$ cat src/rtl/ahb_pkg.sv
//##############################
// AHB-Lite subsystem package
// Bus enums, request/response bundles,
// address map and timer register offsets
//##############################

`default_nettype none

package ahb_pkg;

  // Bus widths
  localparam int AHB_ADDR_W = 32;
  localparam int AHB_DATA_W = 32;
  localparam int AHB_STRB_W = AHB_DATA_W / 8;

  // Transfer type
  typedef enum logic [1:0] {
    IDLE   = 2'b00,
    BUSY   = 2'b01,
    NONSEQ = 2'b10,
    SEQ    = 2'b11
  } htrans_e;

  // Transfer size up to the bus width
  typedef enum logic [2:0] {
    BYTE = 3'b000,
    HALF = 3'b001,
    WORD = 3'b010
  } hsize_e;

  // Slave response
  typedef enum logic {
    OKAY  = 1'b0,
    ERROR = 1'b1
  } hresp_e;

  // 46-bit address-phase bundle from the master
  typedef struct packed {
    logic [AHB_ADDR_W-1:0] haddr;
    logic                  hwrite;
    htrans_e               htrans;
    hsize_e                hsize;
    logic [2:0]            hburst;
    logic [3:0]            hprot;
    logic                  hmastlock;
  } ahb_req_t;

  // 34-bit response bundle from a slave
  typedef struct packed {
    logic [AHB_DATA_W-1:0] hrdata;
    hresp_e                hresp;
    logic                  hreadyout;
  } ahb_rsp_t;

  // Slave slots on the node
  localparam int NB_SLAVES = 3;
  localparam int SLV_SRAM  = 0;
  localparam int SLV_TIMER = 1;
  localparam int SLV_ERR   = 2;

  // Address map with inclusive ranges
  localparam logic [AHB_ADDR_W-1:0] SRAM_BASE  = 32'h0000_0000;
  localparam logic [AHB_ADDR_W-1:0] SRAM_LAST  = 32'h0000_03FF;
  localparam logic [AHB_ADDR_W-1:0] TIMER_BASE = 32'h0000_1000;
  localparam logic [AHB_ADDR_W-1:0] TIMER_LAST = 32'h0000_100F;

  // SRAM geometry
  localparam int SRAM_WORDS = 256;
  localparam int SRAM_IDX_W = $clog2(SRAM_WORDS);

  // Timer register offsets within its window
  localparam int TMR_OFF_W = 4;
  localparam logic [TMR_OFF_W-1:0] TMR_CTRL   = 4'h0;
  localparam logic [TMR_OFF_W-1:0] TMR_CMP    = 4'h4;
  localparam logic [TMR_OFF_W-1:0] TMR_COUNT  = 4'h8;
  localparam logic [TMR_OFF_W-1:0] TMR_STATUS = 4'hC;

  // CTRL bit positions
  localparam int CTRL_EN_BIT  = 0;
  localparam int CTRL_IRQ_BIT = 1;

endpackage

`default_nettype wire

$ cat src/rtl/ahb_node.sv
//##############################
// AHB-Lite node
// Decodes the address phase to one slave,
// tracks the data-phase owner and muxes
// its response back to the master
//##############################

`timescale 1ns/1ps
`default_nettype none

module ahb_node (
  input  wire logic                                       hclk,
  input  wire logic                                       hreset_n,
  // Single master side
  input  wire ahb_pkg::ahb_req_t                          req_i,
  input  wire logic [ahb_pkg::AHB_DATA_W-1:0]             hwdata_i,
  output ahb_pkg::ahb_rsp_t                               rsp_o,
  // Slave side
  output ahb_pkg::ahb_req_t                               slv_req_o,
  output logic [ahb_pkg::AHB_DATA_W-1:0]                  slv_hwdata_o,
  output logic [ahb_pkg::NB_SLAVES-1:0]                   slv_sel_o,
  output logic                                            hready_o,
  input  wire ahb_pkg::ahb_rsp_t [ahb_pkg::NB_SLAVES-1:0] slv_rsp_i
);

  import ahb_pkg::*;

  // One-hot owner of the current data phase
  logic [NB_SLAVES-1:0] data_sel;
  logic                 hit_sram;
  logic                 hit_timer;

  // Inclusive window check
  function automatic logic in_range(
    logic [AHB_ADDR_W-1:0] addr,
    logic [AHB_ADDR_W-1:0] base,
    logic [AHB_ADDR_W-1:0] last
  );
    return (addr >= base) && (addr <= last);
  endfunction

  // Address decode against the fixed map
  assign hit_sram  = in_range(req_i.haddr, SRAM_BASE, SRAM_LAST);
  assign hit_timer = in_range(req_i.haddr, TIMER_BASE, TIMER_LAST);

  always_comb begin
    slv_sel_o            = '0;
    slv_sel_o[SLV_SRAM]  = hit_sram;
    slv_sel_o[SLV_TIMER] = hit_timer;
    // Anything outside the map lands on the error slave
    slv_sel_o[SLV_ERR]   = !hit_sram && !hit_timer;
  end

  // Request and write data go to every slave and the select picks the owner
  assign slv_req_o    = req_i;
  assign slv_hwdata_o = hwdata_i;

  // Retime the select into the data phase
  always_ff @(posedge hclk or negedge hreset_n) begin
    if (!hreset_n) begin
      data_sel <= '0;
    end else if (hready_o) begin
      data_sel <= slv_sel_o;
    end
  end

  // Response mux defaults to ready OKAY when nothing owns the data phase
  always_comb begin
    rsp_o.hrdata    = '0;
    rsp_o.hresp     = OKAY;
    rsp_o.hreadyout = 1'b1;
    for (int s = 0; s < NB_SLAVES; s++) begin
      if (data_sel[s]) begin
        rsp_o = slv_rsp_i[s];
      end
    end
  end

  // Muxed ready stalls every slave together
  assign hready_o = rsp_o.hreadyout;

endmodule

`default_nettype wire

$ cat config.mk
export PLATFORM = sky130hd
export DESIGN_NAME = ahb_node
export DESIGN_NICKNAME = d
export VERILOG_FILES = /design/src/rtl/ahb_pkg.sv /design/src/rtl/ahb_node.sv
export SDC_FILE = /design/constraint.sdc
export NUM_CORES = 1
export LEC_CHECK = 0
export BUFFER_PORTS_ARGS = -buffer_cell sky130_fd_sc_hd__buf_2
export CORE_AREA = 2 2 115 117
export CTS_CLUSTER_DIAMETER = 200
export DETAILED_ROUTE_END_ITERATION = 6
export DIE_AREA = 0 0 117 119
export PLACE_DENSITY_LB_ADDON = 0.05
export SKIP_LAST_GASP = 1
export SLEW_MARGIN = 20
export SYNTH_ARGS = -nofsm -noshare
export SYNTH_HDL_FRONTEND = slang
export SYNTH_SLANG_ARGS = --single-unit
$ cat constraint.sdc
create_clock -name hclk -period 2.55 [get_ports hclk]
set_input_delay 0.51 -clock hclk [delete_from_list [all_inputs] [get_ports hclk]]
set_output_delay 0.51 -clock hclk [all_outputs]
set_load 0.005 [all_outputs]
Word-level counts from Yosys, hierarchy flattened:

Cells that the tools add are included.

* register bits after elaboration: 3
* input bits: 182

* order comparisons: 4
* muxes and demuxes: 3
* reductions and logical operators: 5

Operators with widths (number)
* 34-bit two-way mux: 3
* 32-bit by 1-bit greater-or-equal comparator with 1-bit output (second input constant): 1
* 32-bit by 13-bit greater-or-equal comparator with 1-bit output (second input constant): 1
* 32-bit by 10-bit <= comparator with 1-bit output (second input constant): 1
* 32-bit by 13-bit <= comparator with 1-bit output (second input constant): 1
* 1-bit logical AND: 3
* 1-bit logical NOT: 2

Depth between registers and ports, before layout:

Gate-level depths: netlist (run 1).

* depth in word-level cells: 4
* mapped depth: 5
* gate-level depth less buffers: 5

Worst setup path after synthesis (run 1):

No wires, ideal clock.

* path kind: input to output
* start point: input req_i[32] in the netlist's numbering
* end point: output slv_sel_o[1] in the netlist's numbering
* arrival time: 1465 ps
* data required time: 2040 ps
* setup slack: 575 ps
* stages on the path: 5
* path buffers: 1
* cell sequence: nor4_1 nand2_1 or3_4 nor2_1 buf_4

* longest elaborated chain between the ends: 2
* elaborated cells between the ends (all ways): 3

Ends and longest elaborated chain
* from (decl): RTL line ahb_node.sv:15 `input wire ahb_pkg::ahb_req_t req_i,`
* 32-bit by 13-bit greater-or-equal comparator with 1-bit output or 32-bit by 13-bit <= comparator with 1-bit output (tied branches): RTL line ahb_node.sv:39 `return (addr >= base) && (addr <= last);`
* 1-bit logical AND *: RTL line ahb_node.sv:39
* to (decl): RTL line ahb_node.sv:21 `output logic [ahb_pkg::NB_SLAVES-1:0] slv_sel_o,`

Mark *: on every way between the ends. The rest lies on a longest branch, timed or not.

Final worst setup path (run 1):

* start point: input req_i[42] in the netlist's numbering
* end point: output slv_sel_o[1] in the netlist's numbering

Same word-level chain as after synthesis.

==> impl_metrics.py, run 1 <==
metrics = {
    "floorplanning": {
        "io_pins": 298,
        "core_um2": 12900,
        "die_h_um": 119,
        "die_w_um": 117,
        "rows": 42,
        "start_util_pct": 11.4,
        "die-area_um2": 13900,
    },
    "cells_and_area": {
        "top_regs": "data_sel: 3 flops",
        "drive_gt1_share_pct": 61.6,
        "fin_util_pct": 16.6,
        "antenna_cells": 0,
        "nets": 527,
        "area_growth_pct": 45.5,
        "largest_register_ffs": 3,
        "regMostFlops": "data_sel",
    },
    "clocking": {
        "cts_made_buffers": 3,
        "cts_resized": 0,
        "htreeDepth": 1,
        "post_cts_buffers": 0,
        "ctsHoldBuffers": 0,
        "cts.sinks": 3,
        "cts-root-buf": "clkbuf_16",
        "clockBufferDepth": 2,
        "clock_latency_ps": 220,
        "cts_tree": "built",
        "clkTransAtPathRegs_ps": 30,
    },
    "yosys": {
        "syn-num-nets": 414,
        "synthDistinctLibCells": 21,
        "syn_inst": 232,
        "syn_area_um2": 1470,
        "ys_ff_latch": 3,
        "synth-seq-area-share_pct": 5.12,
        "yosysWarningCount": 0,
        "synth_area_per_cell_um2": 6.33,
    },
    "timing": {
        "rsz0062_at_grt": "false",
        "fmax_ghz": 0.451,
        "fin_hold_ws_ps": 76.9,
        "fin_crit_sh_pct": 87.0,
        "max-slew-margin-rel_pct": 68.7,
        "period_minus_slack_ps": 2220,
        "drv_slew": 0,
        "tightest_slew_ps": 470,
        "finalHoldViolCount": 0,
        "setup_viol_count_final": 0,
        "setup-tns-final_ps": 0,
        "worst_clock_skew_ps": 1.84,
    },
    "global_route": {
        "antenna_found_initial": 0,
        "grt_max_degree": 32,
        "grt_first_pass_wirelength_mm": 9.80,
        "grt_pass1_vias": 1786,
        "grt-ovfl-total": 0,
        "track_usage_pct": 9.16,
    },
    "drt": {
        "wire_per_inst_um": 13.9,
        "drc_errors": 0,
        "first_iter_violations": 56,
        "wl_mm": 7.20,
        "num_vias": 1931,
        "antenna_left": 0,
        "first_pass_iters": 4,
        "viasPerCell": 3.71,
    },
    "power_and_ir_drop": {
        "vdd_drop_max_mv": 0.208,
        "p_leak_nw": 1.10,
        "pwr_density_cell_nw_per_um2": 308,
        "power_mw": 0.657,
    },
    "setup_path": {
        "critical_path_required_ps": 2040,
        "critPathMostFrequentCell": "buf_2",
        "worst_path_max_delay_cell": "or3_4",
        "endpoint_kind": "output port",
        "crit_chain": "buf_2 > nor4_1 > nand2_1 > or3_4 > nor2_1 > buf_2",
        "cpPeakStageDelay_ps": 420,
        "r2r_setup_slack_ps": 830,
        "start_kind": "primary input",
        "crit_fanout": 4,
        "timing_worst_setup_path_type": "in -> out",
        "crit_arrival_ps": 1710,
    },
    "placement": {
        "place.gp.congestion": 0.691,
        "portBuffers": 197,
        "dp_hpwl_mm": 6.18,
    },
    "worst_hold_path": {
        "hold_class": "in -> async",
    },
    "job": {
        "cap_violations": 0,
    },
    "outcome": {
        "outcome": "finished clean",
    },
}
-- worst max-delay path: cells and delay by family --
family,cells,cell delay [ps]
buf+inv,2,220
simple gates,4,970
-- through the flow --
| stage | setup slack [ps] | instance area (um^2) | instances |
|---|---|---|---|
| 3_3_place_gp | 300 | 2060 | 516 |
| 3_5_place_dp | 284 | 2060 | 516 |
| 6_report | 332 | 2140 | 520 |
| 4_1_cts | 284 | 2140 | 520 |
| 5_1_grt | 217 | 2140 | 520 |
| 2_1_floorplan | 575 | 1470 | 232 |
-- final cells by class --
type                            instances  area (um^2)
Sequential cell                         3         76.3
Inverter                                2         7.51
Tap cell                              176          220
Clock buffer                            4         78.8
Fill cell                            1492        10700
Timing Repair Buffer                  203         1030
Multi-Input combinational cell        132          722
-- Yosys cell counts --
| master | n | area, um^2 |
|---|---|---|
| nor3b_1 | 1 | 7.51 |
| nand2_1 | 44 | 165 |
| nor2b_1 | 2 | 12.5 |
| nor3_1 | 3 | 15.0 |
| inv_1 | 1 | 3.75 |
| a22oi_1 | 31 | 233 |
| dfrtp_1 | 3 | 75.1 |
| buf_4 | 81 | 608 |
| o31ai_2 | 2 | 25.0 |
| or3_4 | 1 | 11.3 |
| nor4b_1 | 1 | 8.76 |
| a32oi_1 | 1 | 8.76 |
| nor4_1 | 4 | 25.0 |
| o21ai_1 | 31 | 155 |
| a21oi_1 | 2 | 10.0 |
| o31a_1 | 1 | 8.76 |
| nor2_1 | 5 | 18.8 |
| inv_2 | 1 | 3.75 |
| clkbuf_1 | 10 | 37.5 |
| buf_2 | 4 | 20.0 |
| o21ai_0 | 3 | 15.0 |
-- final timing paths --
path,startpoint,to,depth (start not counted)
hold reg to reg,data_sel[0],data_sel[0],2
max in group asynchronous,hreset_n,data_sel[2],1
setup / recovery,req_i[42],slv_sel_o[1],6
hold / removal,hreset_n,data_sel[2],1
setup reg to reg,data_sel[1],data_sel[2],6
min in group hclk,req_i[26],data_sel[0],2
-- cell families after synthesis --
kind of cell / count (synthesis) / synth area share (%)
DFF: 3 / 5.11
and+or+nand+nor: 61 / 18.0
AOI/OAI and AO/OA: 71 / 31.0
buffers and inverters: 97 / 45.9
-- cells in the final DEF (no fill, tap or decap), types with 2 or more instances in the layout --
cell | netlist | layout
o21ai_0 | 3 | 3
buf_2 | 4 | 197
o21ai_1 | 31 | 31
buf_4 | 81 | 6
nand2_1 | 44 | 44
clkbuf_16 | 0 | 3
o31ai_2 | 2 | 2
nor2_1 | 5 | 5
a21oi_1 | 2 | 2
nor3_1 | 3 | 3
nor4_1 | 4 | 4
dfrtp_1 | 3 | 2
a22oi_1 | 31 | 31
-- report_power, final --
| group | total (mW) | switching, mW | internal, mW |
|---|---|---|---|
| combinational | 0.338 | 0.162 | 0.176 |
| clock | 0.247 | 0.0409 | 0.206 |
| sequential | 0.0722 | 0.0213 | 0.0509 |
-- layer usage --
| metal | vias to the layer above | part of all wire (%) | wire [um] | GRT usage (%) |
|---|---|---|---|---|
| met2 | 132 | 53 | 3830 | 18.4 |
| met3 | 12 | 12 | 836 | 3.51 |
| li1 | 948 | - | - | - |
| met4 | 0 | 1.2 | 84 | 1.54 |
| met5 | - | 0 | 0 | 0 |
| met1 | 839 | 34 | 2460 | 8.66 |
(Power assumes the default switching activity.)
==> run 2: changes to the inputs <==
--- a/config.mk
+++ b/config.mk
@@ -5,12 +5,14 @@
 export SDC_FILE = /design/constraint.sdc
 export NUM_CORES = 1
 export LEC_CHECK = 0
+export ABC_CLOCK_PERIOD_IN_PS = 2550
 export BUFFER_PORTS_ARGS = -buffer_cell sky130_fd_sc_hd__buf_2
 export CORE_AREA = 2 2 115 117
 export CTS_CLUSTER_DIAMETER = 200
 export DETAILED_ROUTE_END_ITERATION = 6
 export DIE_AREA = 0 0 117 119
 export PLACE_DENSITY_LB_ADDON = 0.05
+export RECOVER_POWER = 100
 export SKIP_LAST_GASP = 1
 export SLEW_MARGIN = 20
 export SYNTH_ARGS = -nofsm -noshare
==> run 2 against run 1 <==
- sequential power shrank 2%
- count of clock-buffer cells in the layout unchanged
- sequential share of layout area rose by 0.077 points
- largest cell class unchanged
- routed wire length grew 0.60%
- first-iteration DRC count stayed put
==> impl_metrics.py, run 2 (synthesis results as in run 1) <==
metrics = {
    "drt": {
        "first_pass_iters": 4,
        "num_vias": 1939,
        "antenna_left": 0,
        "viasPerCell": 3.73,
        "first_iter_violations": 56,
        "drc_errors": 0,
        "wire_per_inst_um": 13.9,
        "wl_mm": 7.25,
    },
    "power_and_ir_drop": {
        "pwr_density_cell_nw_per_um2": 306,
        "internal_power_mw": 0.422,
        "vdd_drop_max_mv": 0.208,
        "p_sw_mw": 0.219,
        "combPwrFrac_pct": 50.4,
        "p_leak_nw": 1.04,
        "clock_power_share_pct": 38.6,
        "swShare_pct": 34.2,
        "power_frac_seq_pct": 11.0,
    },
    "global_route": {
        "track_usage_pct": 9.16,
        "antenna_found_initial": 0,
        "grt-ovfl-total": 0,
        "grt_max_degree": 32,
        "grt_first_pass_wirelength_mm": 9.80,
        "grt_pass1_vias": 1786,
    },
    "clocking": {
        "htreeDepth": 1,
        "clkTransAtPathRegs_ps": 30,
        "post_cts_buffers": 0,
        "ctsHoldBuffers": 0,
        "clockBufferDepth": 2,
        "cts.sinks": 3,
        "clock_latency_ps": 220,
        "cts_tree": "built",
        "cts_resized": 0,
        "cts_made_buffers": 3,
        "cts-root-buf": "clkbuf_16",
    },
    "cells_and_area": {
        "finalNonFillerCells": 520,
        "area_growth_pct": 42.5,
        "final_common_cell": "buf_2",
        "stdcell_area_um2": 2090,
        "top_regs": "data_sel: 3 flops",
        "nets": 527,
        "antenna_cells": 0,
        "fillers": 1504,
        "seq_area_um2": 76.3,
        "final_cell_mix": "173 x buf_2, 44 x nand2_1, 31 x a22oi_1",
        "multiInputGateArea_um2": 709,
        "largest_register_ffs": 3,
        "regMostFlops": "data_sel",
        "drive_gt1_share_pct": 53.5,
    },
    "floorplanning": {
        "rows": 42,
        "start_util_pct": 11.4,
        "core_um2": 12900,
        "die_w_um": 117,
        "die-area_um2": 13900,
        "io_pins": 298,
        "die_h_um": 119,
    },
    "setup_path": {
        "start_kind": "primary input",
        "crit_arrival_ps": 1760,
        "cpPeakStageDelay_ps": 440,
        "crit_family": "simple AND/OR/NAND/NOR gates",
        "endpoint_kind": "output port",
        "crit_fanout": 4,
        "critical_path_required_ps": 2040,
        "worst_path_max_delay_cell": "or3_1",
        "critPathBufInv": 2,
        "timing_worst_setup_path_type": "in -> out",
        "crit_chain": "buf_2 > nor4_1 > nand2_1 > or3_1 > nor2_1 > clkbuf_1",
    },
    "outcome": {
        "outcome": "finished clean",
    },
    "timing": {
        "period_minus_slack_ps": 2270,
        "finalHoldViolCount": 0,
        "worst_clock_skew_ps": 1.83,
        "fin_ws_ps": 281,
        "rsz0062_at_grt": "false",
        "drv_slew": 0,
        "fmax_ghz": 0.441,
        "fin_crit_sh_pct": 89.0,
        "max-slew-margin-rel_pct": 70.9,
        "tightest_slew_ps": 437,
        "setup_viol_count_final": 0,
        "setup-tns-final_ps": 0,
    },
    "placement": {
        "place_area_um2": 2060,
        "place.gp.congestion": 0.691,
        "post-place-cells": 516,
        "pre_cts_ws_ps": 284,
        "portBuffers": 197,
        "dp_hpwl_mm": 6.18,
    },
    "job": {
        "cap_violations": 0,
    },
    "worst_hold_path": {
        "hold_class": "in -> async",
    },
}
[run 2: cell count changes in the layout (fill, tap and decap cells not counted), sizes merged]
cell | previous run | this run
buf | 203 | 178
clkbuf | 4 | 29
[run 2: worst reg2reg max path, delay by kind of cell, from the launching register on]
family / cells / cell delay, ps
AOI/OAI and AO/OA: 3 / 580
DFF: 1 / 420
buffers and inverters: 2 / 400
and+or+nand+nor: 1 / 180
[run 2: power groups by stage]
stage	clock network (mW)	logic, mW	registers (mW)
CTS	0.251	0.347	0.0748
floorplan	0	0.229	0.0541
detailed placement	0	0.346	0.0759
finish	0.247	0.323	0.0707
global route	0.258	0.372	0.0743
global placement	0	0.351	0.0750
[run 2: worst paths after layout]
kind / from / to / slack (ps) / cells after the start
min reg2reg: data_sel[1] / data_sel[1] / 610 / 2
max reg2reg: data_sel[1] / data_sel[2] / 840 / 6
min in group hclk: slv_rsp_i[68] / data_sel[2] / 600 / 4
min: hreset_n / data_sel[2] / 90 / 1
max in group asynchronous: hreset_n / data_sel[2] / 2290 / 1
max: req_i[42] / slv_sel_o[1] / 280 / 6
[run 2: metrics by stage]
step / util (%) / hold slack [ps] / power (mW)
2_1_floorplan: - / 214 / 0.283
3_3_place_gp: 16.0 / 312 / 0.426
3_5_place_dp: 16.0 / 310 / 0.421
4_1_cts: 16.6 / 76.7 / 0.672
5_1_grt: 16.2 / 98.1 / 0.704
6_report: 16.2 / 88.6 / 0.641
[run 2: layer usage]
layer	global-route usage (%)	routed length, um	vias to the layer above	share of wire, %
met3	3.51	825	12	11
li1	-	-	949	-
met4	1.54	84	0	1.2
met1	8.66	2490	844	34
met5	0	0	-	0
met2	18.4	3850	134	53
[run 2: final cells by class]
cell class / instances / share of cell area, %
clock buffer: 4 / 3.77
inverter: 2 / 0.359
multi-input combinational: 132 / 33.9
sequential: 3 / 3.65
tap: 176 / 10.5
timing repair buffer: 203 / 47.8
