`config.mk`:
```
export PLATFORM = sky130hd
export DESIGN_NAME = ahb_timer_slave
export DESIGN_NICKNAME = d
export VERILOG_FILES = /design/src/rtl/ahb_pkg.sv /design/src/rtl/ahb_timer_slave.sv
export SDC_FILE = /design/constraint.sdc
export NUM_CORES = 1
export LEC_CHECK = 0
export BUFFER_PORTS_ARGS = -buffer_cell sky130_fd_sc_hd__buf_2
export CORE_UTILIZATION = 52
export DETAILED_ROUTE_END_ITERATION = 10
export HOLD_SLACK_MARGIN = 0.02
export PLACE_DENSITY_LB_ADDON = 0.2
export SLEW_MARGIN = 30
export SYNTH_ARGS = -nofsm -noshare
export SYNTH_HDL_FRONTEND = slang
export SYNTH_SLANG_ARGS = --single-unit
```
`constraint.sdc`:
```
create_clock -name hclk -period 2.17 [get_ports hclk]
set_input_delay 0.217 -clock hclk [delete_from_list [all_inputs] [get_ports hclk]]
set_output_delay 0.217 -clock hclk [all_outputs]
set_load 0.02 [all_outputs]
```
`src/rtl/ahb_pkg.sv`:
```
//##############################
// AHB-Lite subsystem package
// Bus enums, request/response bundles,
// address map and timer register offsets
//##############################

`default_nettype none

package ahb_pkg;

  // Bus widths
  localparam int AHB_ADDR_W = 32;
  localparam int AHB_DATA_W = 32;
  localparam int AHB_STRB_W = AHB_DATA_W / 8;

  // Transfer type
  typedef enum logic [1:0] {
    IDLE   = 2'b00,
    BUSY   = 2'b01,
    NONSEQ = 2'b10,
    SEQ    = 2'b11
  } htrans_e;

  // Transfer size up to the bus width
  typedef enum logic [2:0] {
    BYTE = 3'b000,
    HALF = 3'b001,
    WORD = 3'b010
  } hsize_e;

  // Slave response
  typedef enum logic {
    OKAY  = 1'b0,
    ERROR = 1'b1
  } hresp_e;

  // 46-bit address-phase bundle from the master
  typedef struct packed {
    logic [AHB_ADDR_W-1:0] haddr;
    logic                  hwrite;
    htrans_e               htrans;
    hsize_e                hsize;
    logic [2:0]            hburst;
    logic [3:0]            hprot;
    logic                  hmastlock;
  } ahb_req_t;

  // 34-bit response bundle from a slave
  typedef struct packed {
    logic [AHB_DATA_W-1:0] hrdata;
    hresp_e                hresp;
    logic                  hreadyout;
  } ahb_rsp_t;

  // Slave slots on the node
  localparam int NB_SLAVES = 3;
  localparam int SLV_SRAM  = 0;
  localparam int SLV_TIMER = 1;
  localparam int SLV_ERR   = 2;

  // Address map with inclusive ranges
  localparam logic [AHB_ADDR_W-1:0] SRAM_BASE  = 32'h0000_0000;
  localparam logic [AHB_ADDR_W-1:0] SRAM_LAST  = 32'h0000_03FF;
  localparam logic [AHB_ADDR_W-1:0] TIMER_BASE = 32'h0000_1000;
  localparam logic [AHB_ADDR_W-1:0] TIMER_LAST = 32'h0000_100F;

  // SRAM geometry
  localparam int SRAM_WORDS = 256;
  localparam int SRAM_IDX_W = $clog2(SRAM_WORDS);

  // Timer register offsets within its window
  localparam int TMR_OFF_W = 4;
  localparam logic [TMR_OFF_W-1:0] TMR_CTRL   = 4'h0;
  localparam logic [TMR_OFF_W-1:0] TMR_CMP    = 4'h4;
  localparam logic [TMR_OFF_W-1:0] TMR_COUNT  = 4'h8;
  localparam logic [TMR_OFF_W-1:0] TMR_STATUS = 4'hC;

  // CTRL bit positions
  localparam int CTRL_EN_BIT  = 0;
  localparam int CTRL_IRQ_BIT = 1;

endpackage

`default_nettype wire

```
`src/rtl/ahb_timer_slave.sv`:
```
//##############################
// AHB-Lite timer slave
// Free-running counter with compare match,
// sticky status and interrupt.
// Reads take one wait state
//##############################

`timescale 1ns/1ps
`default_nettype none

module ahb_timer_slave (
  input  wire logic                           hclk,
  input  wire logic                           hreset_n,
  input  wire logic                           sel_i,
  input  wire ahb_pkg::ahb_req_t              req_i,
  input  wire logic [ahb_pkg::AHB_DATA_W-1:0] hwdata_i,
  input  wire logic                           hready_i,
  output ahb_pkg::ahb_rsp_t                   rsp_o,
  output logic                                irq_o
);

  import ahb_pkg::*;

  logic                  accept;
  // Data-phase control
  logic                  dph_active;
  logic                  dph_write;
  logic                  rd_wait;
  logic [TMR_OFF_W-1:0]  dph_off;
  logic                  wr_en;
  // Registers
  logic [1:0]            ctrl;
  logic [AHB_DATA_W-1:0] cmp;
  logic [AHB_DATA_W-1:0] count;
  logic                  match;
  logic                  hit;

  assign accept = sel_i && hready_i &&
                  ((req_i.htrans == NONSEQ) || (req_i.htrans == SEQ));

  always_ff @(posedge hclk or negedge hreset_n) begin
    if (!hreset_n) begin
      dph_active <= 1'b0;
      dph_write  <= 1'b0;
      rd_wait    <= 1'b0;
    end else begin
      if (hready_i) begin
        dph_active <= accept;
        dph_write  <= accept && req_i.hwrite;
      end
      // First read data-phase cycle is the wait state
      rd_wait <= accept && !req_i.hwrite;
    end
  end

  // Register offset inside the timer window
  always_ff @(posedge hclk) begin
    if (accept) begin
      dph_off <= req_i.haddr[TMR_OFF_W-1:0];
    end
  end

  // Writes take no wait state
  assign wr_en = dph_active && dph_write && hready_i;

  always_ff @(posedge hclk or negedge hreset_n) begin
    if (!hreset_n) begin
      ctrl <= '0;
      cmp  <= '0;
    end else if (wr_en) begin
      case (dph_off)
        TMR_CTRL: ctrl <= hwdata_i[1:0];
        TMR_CMP:  cmp  <= hwdata_i;
        // COUNT is read-only and STATUS is handled below
        default: ;
      endcase
    end
  end

  // Compare match only while counting
  assign hit = ctrl[CTRL_EN_BIT] && (count == cmp);

  always_ff @(posedge hclk or negedge hreset_n) begin
    if (!hreset_n) begin
      count <= '0;
      match <= 1'b0;
    end else begin
      if (hit) begin
        count <= '0;
      end else if (ctrl[CTRL_EN_BIT]) begin
        count <= count + 1'b1;
      end
      // A fresh match wins over a W1C clear in the same cycle
      if (wr_en && (dph_off == TMR_STATUS) && hwdata_i[0]) begin
        match <= 1'b0;
      end
      if (hit) begin
        match <= 1'b1;
      end
    end
  end

  assign irq_o = match && ctrl[CTRL_IRQ_BIT];

  // Read mux with data valid in the second read cycle
  always_comb begin
    rsp_o.hrdata    = '0;
    rsp_o.hresp     = OKAY;
    rsp_o.hreadyout = !rd_wait;
    if (dph_active && !dph_write && !rd_wait) begin
      case (dph_off)
        TMR_CTRL:   rsp_o.hrdata = {{(AHB_DATA_W-2){1'b0}}, ctrl};
        TMR_CMP:    rsp_o.hrdata = cmp;
        TMR_COUNT:  rsp_o.hrdata = count;
        TMR_STATUS: rsp_o.hrdata = {{(AHB_DATA_W-1){1'b0}}, match};
        default:    rsp_o.hrdata = '0;
      endcase
    end
  end

endmodule

`default_nettype wire

```
After elaboration in Yosys (flattened, before gate mapping) --
Index checks and enable logic that the tools add are counted.
Operators by class: $add $sub $neg 1, equal/unequal tests 6, mux-type cells 6, reductions and logical operators 21
Operator list (number):
- 32-bit case mux with 4 select lines | 1
- 32-bit 2-to-1 mux | 3
- 32-bit by 1-bit adder with 32-bit output (second input constant) | 1
- 32-bit == test | 1
- 1-bit logical AND | 12
- 4-bit == test (second input constant) | 2
- 2-bit == test (second input constant) | 2
- 4-bit by 3-bit == test with 1-bit output (second input constant) | 1
- 4-bit zero test | 1
- 2-bit AND reduction | 2
- 2-bit nonzero test | 2
- 1-bit zero test | 3
- 1-bit 2-to-1 mux | 2
- 1-bit logical OR | 1
Word-level totals: register bits 74, output and inout bits 35, word-level logic and storage cells 42

Logic depth before layout (Yosys ltp) --
Gate-level depths: netlist of the first run.
word-level depth 6, mapped depth 7

Least setup slack after synthesis of the first run --
OpenSTA, ideal clock, no wires.
kind register to output, start point reg dph_off[1], end point out rsp_o[2] (netlist name), data arrival time 1.598 ns, data required time 1.953 ns, path slack 0.355 ns, cell stages (with the launch flop) 5, path buffers 1, path through edfxtp_1 > nor4b_4 > clkbuf_1 > nand2_1 > a31oi_1
RTL lines:
- from (decl) | line ahb_timer_slave.sv:29 | logic [TMR_OFF_W-1:0] dph_off;
- from (signal assigned) | line ahb_timer_slave.sv:59 | dph_off <= req_i.haddr[TMR_OFF_W-1:0];
- to (decl) | line ahb_timer_slave.sv:18 | output ahb_pkg::ahb_rsp_t rsp_o,

==> results.md, run 1 <==
* Mux share of post-synthesis cell area at under 10%
* DR vias at between 3,000 and 4,000
* Max FO, Critical Path at 9
* Status: finished clean
* Grt ovf at 0
* Multi-input gate area at 0.00224 sq mm
* First-pass iteration count of the detailed router at 4
* Synth Area in Simple Gates at 23.0%
* WHS Endpoint: dph_off[1]
* Hold WC Path Type: primary input to flop
* Layout cells sized above 1 at 32.9%
* H-tree Lvls at 3
* Total Wirelength at 10,200 um
* First-pass GRT wire length at around 17,000 um
* Clock transition at the registers of the reported paths at 0.08 ns
* Register area share after synthesis at between 40 and 50%
* Post-synth EDFFs at 4
* Max IR drop VDD at 454 uV
* 1st-iter DRT viols at ~270
* Final Hold Viols at 0
* Placeable Area at 0.00785 sq mm
* Worst endpoint required time at 1.95 ns
* Critical Path End Type: output pin
* Tcrit/Tclk final at 97.7%
* Vias per cell at approximately 5.6
* Die Y at 92.9 um
* Die area at 0.00864 sq mm
* Final ANT Viol Nets at 0
* Final worst slack at 0.0500 ns
* Initial antenna violation count at 0
* DRC Markers at 0
* Sum of negative setup slack at 0 ns
* Post-synthesis adder-cell area fraction at less than 1%
* PD cells at around 550 mW/mm^2
* Worst-case reg-to-reg path depth at 6
* Post-synthesis cell area at between 0.004 and 0.005 sq mm
* Most area-consuming cells after synthesis: dfrtp_1, mux2_1, xor2_1
* Hold Startpoint: req_i[15]
* Net Count, Synth at 492
* TritonCTS buffer count at 9
* Layout Skew at approximately 0.012 ns
* Hold path cells at 1
* FP Rows at 32
* Top_reg_cell synth: dfrtp_1
* CTS tree: yes
* Initial Utilization at a little over half
* Port-buffer cells at 75
* Gr usage total at 25.0%
* Post-DP HPWL at 7260 um
* Largest family of logic cells by synthesized area: simple AND/OR/NAND/NOR gates
* Crit Path Class: flop to output pin
* Final Max Slew Viols at 0
* Clk pwr share at between 30% and 40%
* R2R Setup Slk at 0.17 ns
* N_diodes at 0
* Fin crit period at 2.12 ns
* Crit path DAT at around 1.9 ns
* Leakage power at 2.49 nW
* Cells after Synth at 409
* Dpl ws at between 0.2 and 0.25 ns
* WL per Instance at 16.9 um
* Top post-synthesis cells by count: dfrtp_1, nor2_1, xor2_1, mux2_1, a22oi_1
* Switching part of the total at 26.5%
* Comb power frac at 9.6%
* R2R Path Start: count[1]
* IO Pins at about 120
* Util after Layout at 65.4%
* Worst reg2reg endpoint: match
* Post-synth top area share at 40.7%
* Die width at 92.9 um
* RSZ-0062 raised after global routing: true
* Syn Area/Cell at 10.5 sq um
* Fmax achieved at 472 MHz
* Worst-Skew Late Latency at approximately 0.36 ns
* Sw Pwr at 0.752 mW
* Post-synth top area cell: dfrtp_1
* Synth unique cells at 39
* #FFs+latches synth at 74
* Final setup violation count at 0
* Asr flop ratio synth at 94.6%
* Largest net degree at the start of global routing at just over 70
* Fillers at about 650
* Most common cell in the netlist: dfrtp_1
* Root Driver: clkbuf_8
* Clk buf depth at 2
* Area grow syn2layout at 19.3%
* Setup crit start kind: flop
* Yosys warns at 0
* Max Cap Viol at 0
* Routability Congestion at 0.946
* Seq pwr share at 52.4%
* Synth Area in Compound Gates at 6.55%
* Internal power at between 2 and 2.5 mW
* Vias in the first global route at roughly 3,400
* NumNets Final at 579
* CTS sink count at 74
* Overall power at roughly 2.8 mW
* Sequential cell area at roughly 0.0019 sq mm
* Post-synthesis xor/xnor area fraction at 12.6%
-- power by group through the flow --
stage | Clock, mW | Sequential (mW) | Combinational [mW]
floorplan | 0 | 1.50 | 0.150
global placement | 0 | 1.51 | 0.245
detailed placement | 0 | 1.51 | 0.251
CTS | 1.09 | 1.49 | 0.256
global route | 1.15 | 1.49 | 0.300
finish | 1.08 | 1.49 | 0.273
-- registers in the layout (all words and copies together) (netlist names) --
signal and cells:
count 32, dph_write 1, ctrl 2, cmp 32, rd_wait 1, dph_off 4
dph_active 1, match 1
-- routing by layer --
layer	GRT usage, %	routed length, um	vias to the layer above
li1	-	-	1605
met1	33.1	4510	1634
met2	40.6	4990	100
met3	4.84	564	13
met4	9.49	145	0
met5	0	0	-
-- cell type report --
cell class / instances / share of cell area (%)
clock buffer: 9 / 2.42
clock inverter: 7 / 1.37
inverter: 6 / 0.439
multi-input combinational: 302 / 43.6
sequential: 74 / 36.5
tap: 102 / 2.49
timing repair buffer: 103 / 13.2
-- worst max path at each step --
stage / cells after the start / from / endpoint / slack, ns
global placement: 6 / count[1] / match / 0.26
detailed placement: 6 / count[1] / match / 0.23
global route: 6 / dph_off[0] / rsp_o[2] / -0.09
floorplan: 4 / dph_off[1] / rsp_o[2] / 0.35
finish: 6 / dph_off[0] / rsp_o[32] / 0.05
CTS: 7 / dph_off[1] / rsp_o[2] / 0.02
-- through the flow --
step	instance area, sq um	cells	hold WS, ns
floorplan	4300	409	-0.0786
global placement	4770	575	0.276
detailed placement	4770	575	0.274
CTS	4990	593	0.0200
global route	5130	603	0.0238
finish	5130	603	0.0322
-- worst max-delay path, cell delays in order (launching register included) --
cell and delay, ns:
edfxtp_1 0.50, nor4b_4 0.28, buf_4 0.18, buf_6 0.15, a22oi_1 0.10, nor2_1 0.14, buf_2 0.19
-- placed cells by master, fill, tap and decap left out, drive strengths merged --
cell type    instances
a22o                 1
clkinvlp             1
nand2b               3
nor4                14
a21o                 1
xnor2               21
nor3                15
bufinv               1
clkbuf               9
nand4               13
dlygate4sd3          5
conb                 1
dfrtp               70
nor2                71
o21ai                2
nor4b                2
inv                  6
ha                   1
a222oi               1
xor2                41
a22oi               31
clkinv               5
and3                 6
mux2                34
a31oi                1
and2                 4
o22ai                1
nor2b                1
nand3               12
nand4b               2
buf                 98
and4                 8
nand2               15
edfxtp               4
-- timing repair --
item	4_1_cts	5_1_grt
pin swaps	0	3
setup endpoints to repair	1	19
hold buffers	2	3
gates resized for setup	2	16
setup buffers	0	5
gates cloned	0	2
endpoints found under the hold margin	71	3
-- kinds of logic after synthesis --
group / after synthesis
AO/OA/AOI/OAI: 38
other: 1
XOR/XNOR: 62
multiplexers: 34
buffers and inverters: 33
flip-flops: 74
AND/OR/NAND/NOR: 166
adder cells (fa/ha/maj): 1
No activity file was read; power rests on OpenSTA's default activity.
==> run 2: changes to the inputs <==
Clock period 2.17 ns to 2.2 ns, I/O delays scaled along.
==> run 2 against run 1 <==
  * Wire length fell by 6.7%
  * Setup slack improved by 0.062 ns
  * Combinational power fell by 7.7%
  * First-iteration DRC count fell by 38%
  * Clock skew rose by 0.0032 ns
  * Largest cell class unchanged
==> results.md, run 2 (same netlist as run 1, synthesis figures left out) <==
* Layout cells sized above 1 at 31.8%
* Critical path launch point: dph_off[1]
* Switching part of the total at 24.3%
* WL per Instance at 16.1 um
* DR vias at roughly 3,300
* N_diodes at 0
* CTS sink count at 74
* Port-buffer cells at 75
* Vias per cell at between 5 and 6
* Crit-path cells: nor4b_4 > buf_4 > a222oi_1 > nor2_1 > buf_2
* Root Driver: clkbuf_8
* Worst slew pin tran at 0.521 ns
* Gr usage total at 24.1%
* Final setup violation count at 0
* Initial Utilization at 54.8%
* IO Pins at approximately 120
* Worst endpoint required time at roughly 2.0 ns
* Post-DP HPWL at 7270 um
* Clock transition at the registers of the reported paths at 0.08 ns
* Fin crit period at 2.09 ns
* Clk pwr share at between 30 and 40%
* Leakage power at 2.44 nW
* Slowest stage delay, CP at 0.49 ns
* Internal power at 2.16 mW
* DRC Markers at 0
* R2R Setup Slk at 0.18 ns
* Grt ovf at 0
* Comb power frac at under 10%
* Routability Congestion at 0.919
* Util after Layout at 64.1%
* 1st-iter DRT viols at 169
* Worst slew margin at 65.3%
* Sum of negative setup slack at 0 ns
* Crit path DAT at 1.87 ns
* Setup crit start kind: flop
* Sw Pwr at 0.695 mW
* Final Max Slew Viols at 0
* CTS tree: yes
* Dpl ws at 0.288 ns
* R2R Path Start: count[1]
* Slowest CP cell: edfxtp_1
* Area grow syn2layout at 17.0%
* Die area at roughly 0.0086 sq mm
* Critical Path End Type: output pin
* Final ANT Viol Nets at 0
* First-pass GRT wire length at around 16,000 um
* Largest net degree at the start of global routing at 26
* Sequential cell area at 0.00187 sq mm
* Hold path cells at 2
* Crit Path Class: flop to output pin
* First-pass iteration count of the detailed router at 4
* Hold Startpoint: req_i[13]
* Clk buf depth at 2
* Regs by FF count: cmp x32, count x32, dph_off x4
* Fmax achieved at ~480 MHz
* Vias in the first global route at between 3,000 and 4,000
* Hold WC Path Type: primary input to flop
* Max FO, Critical Path at 14
* Tcrit/Tclk final at 94.9%
* Seq pwr share at 51.4%
* Fillers at 681
* Status: finished clean
* Final worst slack at 0.112 ns
* Overall power at 2.86 mW
* FP Rows at 32
* Commonest non-fill, non-tap cell in the layout: buf_2
* Placeable Area at about 0.0078 sq mm
* Max IR drop VDD at 364 uV
* Max Cap Viol at 0
* NumNets Final at 569
* H-tree Lvls at 3
* Multi-input gate area at roughly 0.0022 sq mm
* Total Wirelength at around 9500 um
* Die width at approximately 93 um
* Die Y at 92.9 um
* PD cells at around 570 mW/mm^2
* Final Hold Viols at 0
* Worst-case reg-to-reg path depth at 6
* RSZ-0062 raised after global routing: false
* TritonCTS buffer count at 9
* Fin Hold WS at 0.0381 ns
* Most frequent cells in the layout: buf_2, dfrtp_1, xor2_1
* Initial antenna violation count at 0
* Layout Skew at between 0.01 and 0.015 ns
* Worst-Skew Late Latency at 0.35 ns
run 2: changes by cell type in the layout (fill, tap and decap cells not counted), moves of 2 or more:
cell           previous run  this run
buf_4                    20        12
buf_2                    70        74
dlygate4sd3_1             5         1
clkbuf_1                  0         2
run 2: routing by layer:
layer | track usage (%) | vias up | wire (um)
met3 | 5.99 | 12 | 426
met4 | 6.79 | 0 | 129
met1 | 31.7 | 1579 | 4310
met2 | 39.5 | 87 | 4650
li1 | - | 1588 | -
met5 | 0 | - | 0
run 2: final cells by class:
class	count	area share (%)
Multi-Input combinational cell	302	44.4
Sequential cell	74	37.2
Timing Repair Buffer	93	11.2
Clock buffer	11	2.61
Tap cell	102	2.54
Clock inverter	5	1.57
Inverter	6	0.448
run 2: power groups by stage:
stage          registers [mW]  clock network, mW  logic [mW]
6_report                 1.47               1.14       0.252
2_1_floorplan            1.48                  0       0.148
4_1_cts                  1.47               1.16       0.248
3_5_place_dp             1.49                  0       0.245
3_3_place_gp             1.49                  0       0.240
5_1_grt                  1.48               1.22       0.281
run 2: path summary, 6_finish.rpt:
kind	endpoint
max	rsp_o[3]
min	rd_wait
max reg2reg	match
min reg2reg	cmp[0]
max in group asynchronous	count[26]
min in group asynchronous	cmp[6]
run 2: stage by stage:
stage / area, sq um / cells
after floorplan: 4300 / 409
after detailed placement: 4760 / 575
after CTS: 4980 / 592
after global routing: 5030 / 593
final: 5030 / 593
after global placement: 4760 / 575
run 2: worst max-delay path, delay by kind of cell, from the launching register on:
family                 cells  cell delay [ns]
flip-flops                 1             0.49
AO/OA/AOI/OAI              1             0.12
buffers and inverters      2             0.43
AND/OR/NAND/NOR            2             0.48
run 2: timing repair:
| item | 4_1_cts | 5_1_grt |
|---|---|---|
| endpoints found under the setup margin | 1 | 6 |
| pin swaps | 0 | 1 |
| endpoints found under the hold margin | 20 | 0 |
| buffers inserted | 0 | 1 |
| hold buffers | 1 | 0 |
| resized for setup | 1 | 7 |
==> run 3: changes to the inputs <==
==> constraint.sdc (replaced) <==
create_clock -name hclk -period 2.2 [get_ports hclk]
set_input_delay 0.44 -clock hclk [delete_from_list [all_inputs] [get_ports hclk]]
set_output_delay 0.44 -clock hclk [all_outputs]
set_load 0.02 [all_outputs]
==> run 3 against run 2 <==
  * The flow now finishes with violations (negative setup slack)
  * Via count grew 2.1%
  * Setup slack lost 0.20 ns
  * Register-to-register slack better by 0.06 ns
  * Global-route usage up 0.39 points
  * Power decreased by 6.5%
  * Final cell count grew 0.34%
  * Die area unchanged
  * Largest cell class unchanged
  * Largest power group unchanged
==> results.md, run 3 (same netlist as run 1, synthesis figures left out) <==
* Clk buf depth at 2
* First-pass GRT wire length at 16,400 um
* First-pass iteration count of the detailed router at 5
* Vias in the first global route at 3,274
* Slowest CP cell: edfxtp_1
* WL per Instance at between 15 and 20 um
* Fmax achieved at between 400 and 500 MHz
* Post-DP HPWL at approximately 7000 um
* Final worst slack at -0.0844 ns
* DR vias at between 3,000 and 4,000
* Largest net degree at the start of global routing at 71
* Final ANT Viol Nets at 0
* Vias per cell at around 5.6
* CP bufs+invs at 3
* 1st-iter DRT viols at approximately 170
* CTS tree: yes
* Layout cells sized above 1 at 35.1%
* Final Hold Viols at 0
* Util after Layout at 66.6%
* RSZ-0062 raised after global routing: true
* Failing checks: negative setup slack
* Root Driver: clkbuf_8
* Max IR drop VDD at 314 uV
* Placeable Area at 0.00785 sq mm
* Slowest stage delay, CP at 0.47 ns
* Max Cap Viol at 0
* Worst endpoint required time at 1.76 ns
* TritonCTS buffer count at 9
* Gr usage total at 24.5%
* FP Rows at 32
* IO Pins at 117
* Fin Hold WS at between 0.08 and 0.09 ns
* Fillers at between 600 and 700
* Final setup violation count at 32
* Setup crit start kind: flop
* Layout Skew at 0.0135 ns
* Overall power at 2.67 mW
* Regs by FF count: cmp x32, count x32, dph_off x4
* Most frequent cells in the layout: dfrtp_1, buf_2, xor2_1
* Routability Congestion at between 0.8 and 0.9
* Commonest non-fill, non-tap cell in the layout: dfrtp_1
* Grt ovf at 0
* Crit Path Class: flop to output pin
* Crit-path cells: nor4b_4 > buf_6 > buf_8 > a22oi_2 > nor2_1 > buf_4
* Clock transition at the registers of the reported paths at 0.09 ns
* Fin crit period at 2.28 ns
* Crit path DAT at ~1.8 ns
* Initial Utilization at around 55%
* Final Max Slew Viols at 0
* Area grow syn2layout at 21.6%
* Status: finished, violations left
* Worst-Skew Late Latency at between 0.3 and 0.4 ns
* Initial antenna violation count at 0
* Dpl ws at 0.187 ns
* N_diodes at 0
* Die area at between 0.008 and 0.009 sq mm
* Fin area at 0.00523 sq mm
* Total Wirelength at about 9900 um
* Area after DPL at around 0.0048 sq mm
* H-tree Lvls at 3
* Critical Path End Type: output pin
* Leakage power at 2.45 nW
* CTS sink count at 74
* PD cells at 512 mW/mm^2
* Die width at 92.9 um
* Die Y at ~93 um
* Max FO, Critical Path at 5
* Hold WC Path Type: primary input to async pin
* Tcrit/Tclk final at 104%
* Port-buffer cells at 75
* CP top delay family: buffers and inverters
* DRC Markers at 0
* NumNets Final at 571
run 3: area by class of cell:
| cell class | count | area [sq um] | share of cell area [%] |
|---|---|---|---|
| Clock buffer | 9 | 124 | 2.37 |
| Clock inverter | 7 | 46.3 | 0.886 |
| Inverter | 6 | 22.5 | 0.431 |
| Multi-Input combinational cell | 302 | 2290 | 43.8 |
| Sequential cell | 74 | 1870 | 35.8 |
| Tap cell | 102 | 128 | 2.44 |
| Timing Repair Buffer | 95 | 747 | 14.3 |
run 3: path summary, 6_finish.rpt:
path | from | to | slack (ns) | cells past startpoint
min | hreset_n | cmp[7] | 0.08 | 2
max | dph_off[1] | rsp_o[32] | -0.08 | 6
max in group asynchronous | hreset_n | count[17] | 1.78 | 2
max reg2reg | count[1] | match | 0.24 | 6
min reg2reg | cmp[1] | cmp[1] | 0.54 | 1
min in group hclk | req_i[13] | rd_wait | 0.24 | 2
run 3: stage by stage:
| stage | TNS, ns | std cells |
|---|---|---|
| after detailed placement | 0 | 573 |
| after global routing | -3.97 | 595 |
| after floorplan | 0 | 409 |
| after CTS | -1.34 | 594 |
| final | -1.33 | 595 |
| after global placement | 0 | 573 |
run 3: worst reg2reg max path: stages (launching register included):
cell and delay (ns):
dfrtp_1 0.47, xor2_1 0.23, nor4_1 0.36, nand4_1 0.20
nor3_4 0.30, buf_12 0.21, nand2b_1 0.13
run 3: where the power goes:
group / internal, mW / switching [mW]
combinational: 0.122 / 0.147
clock: 0.404 / 0.532
sequential: 1.41 / 0.0563
total: 1.94 / 0.736
run 3: repair_timing:
action / CTS / global route
buffers inserted: 3 / 1
pin swaps: 11 / 14
resized for setup: 48 / 17
cloned: 2 / 0
hold buffers: 0 / 0
endpoints found under the setup margin: 32 / 32
run 3: metal layers:
layer	track usage (%)	wire length, um
met3	4.93	490
met4	10.4	220
met5	0	0
met1	32.6	4330
met2	38.9	4840
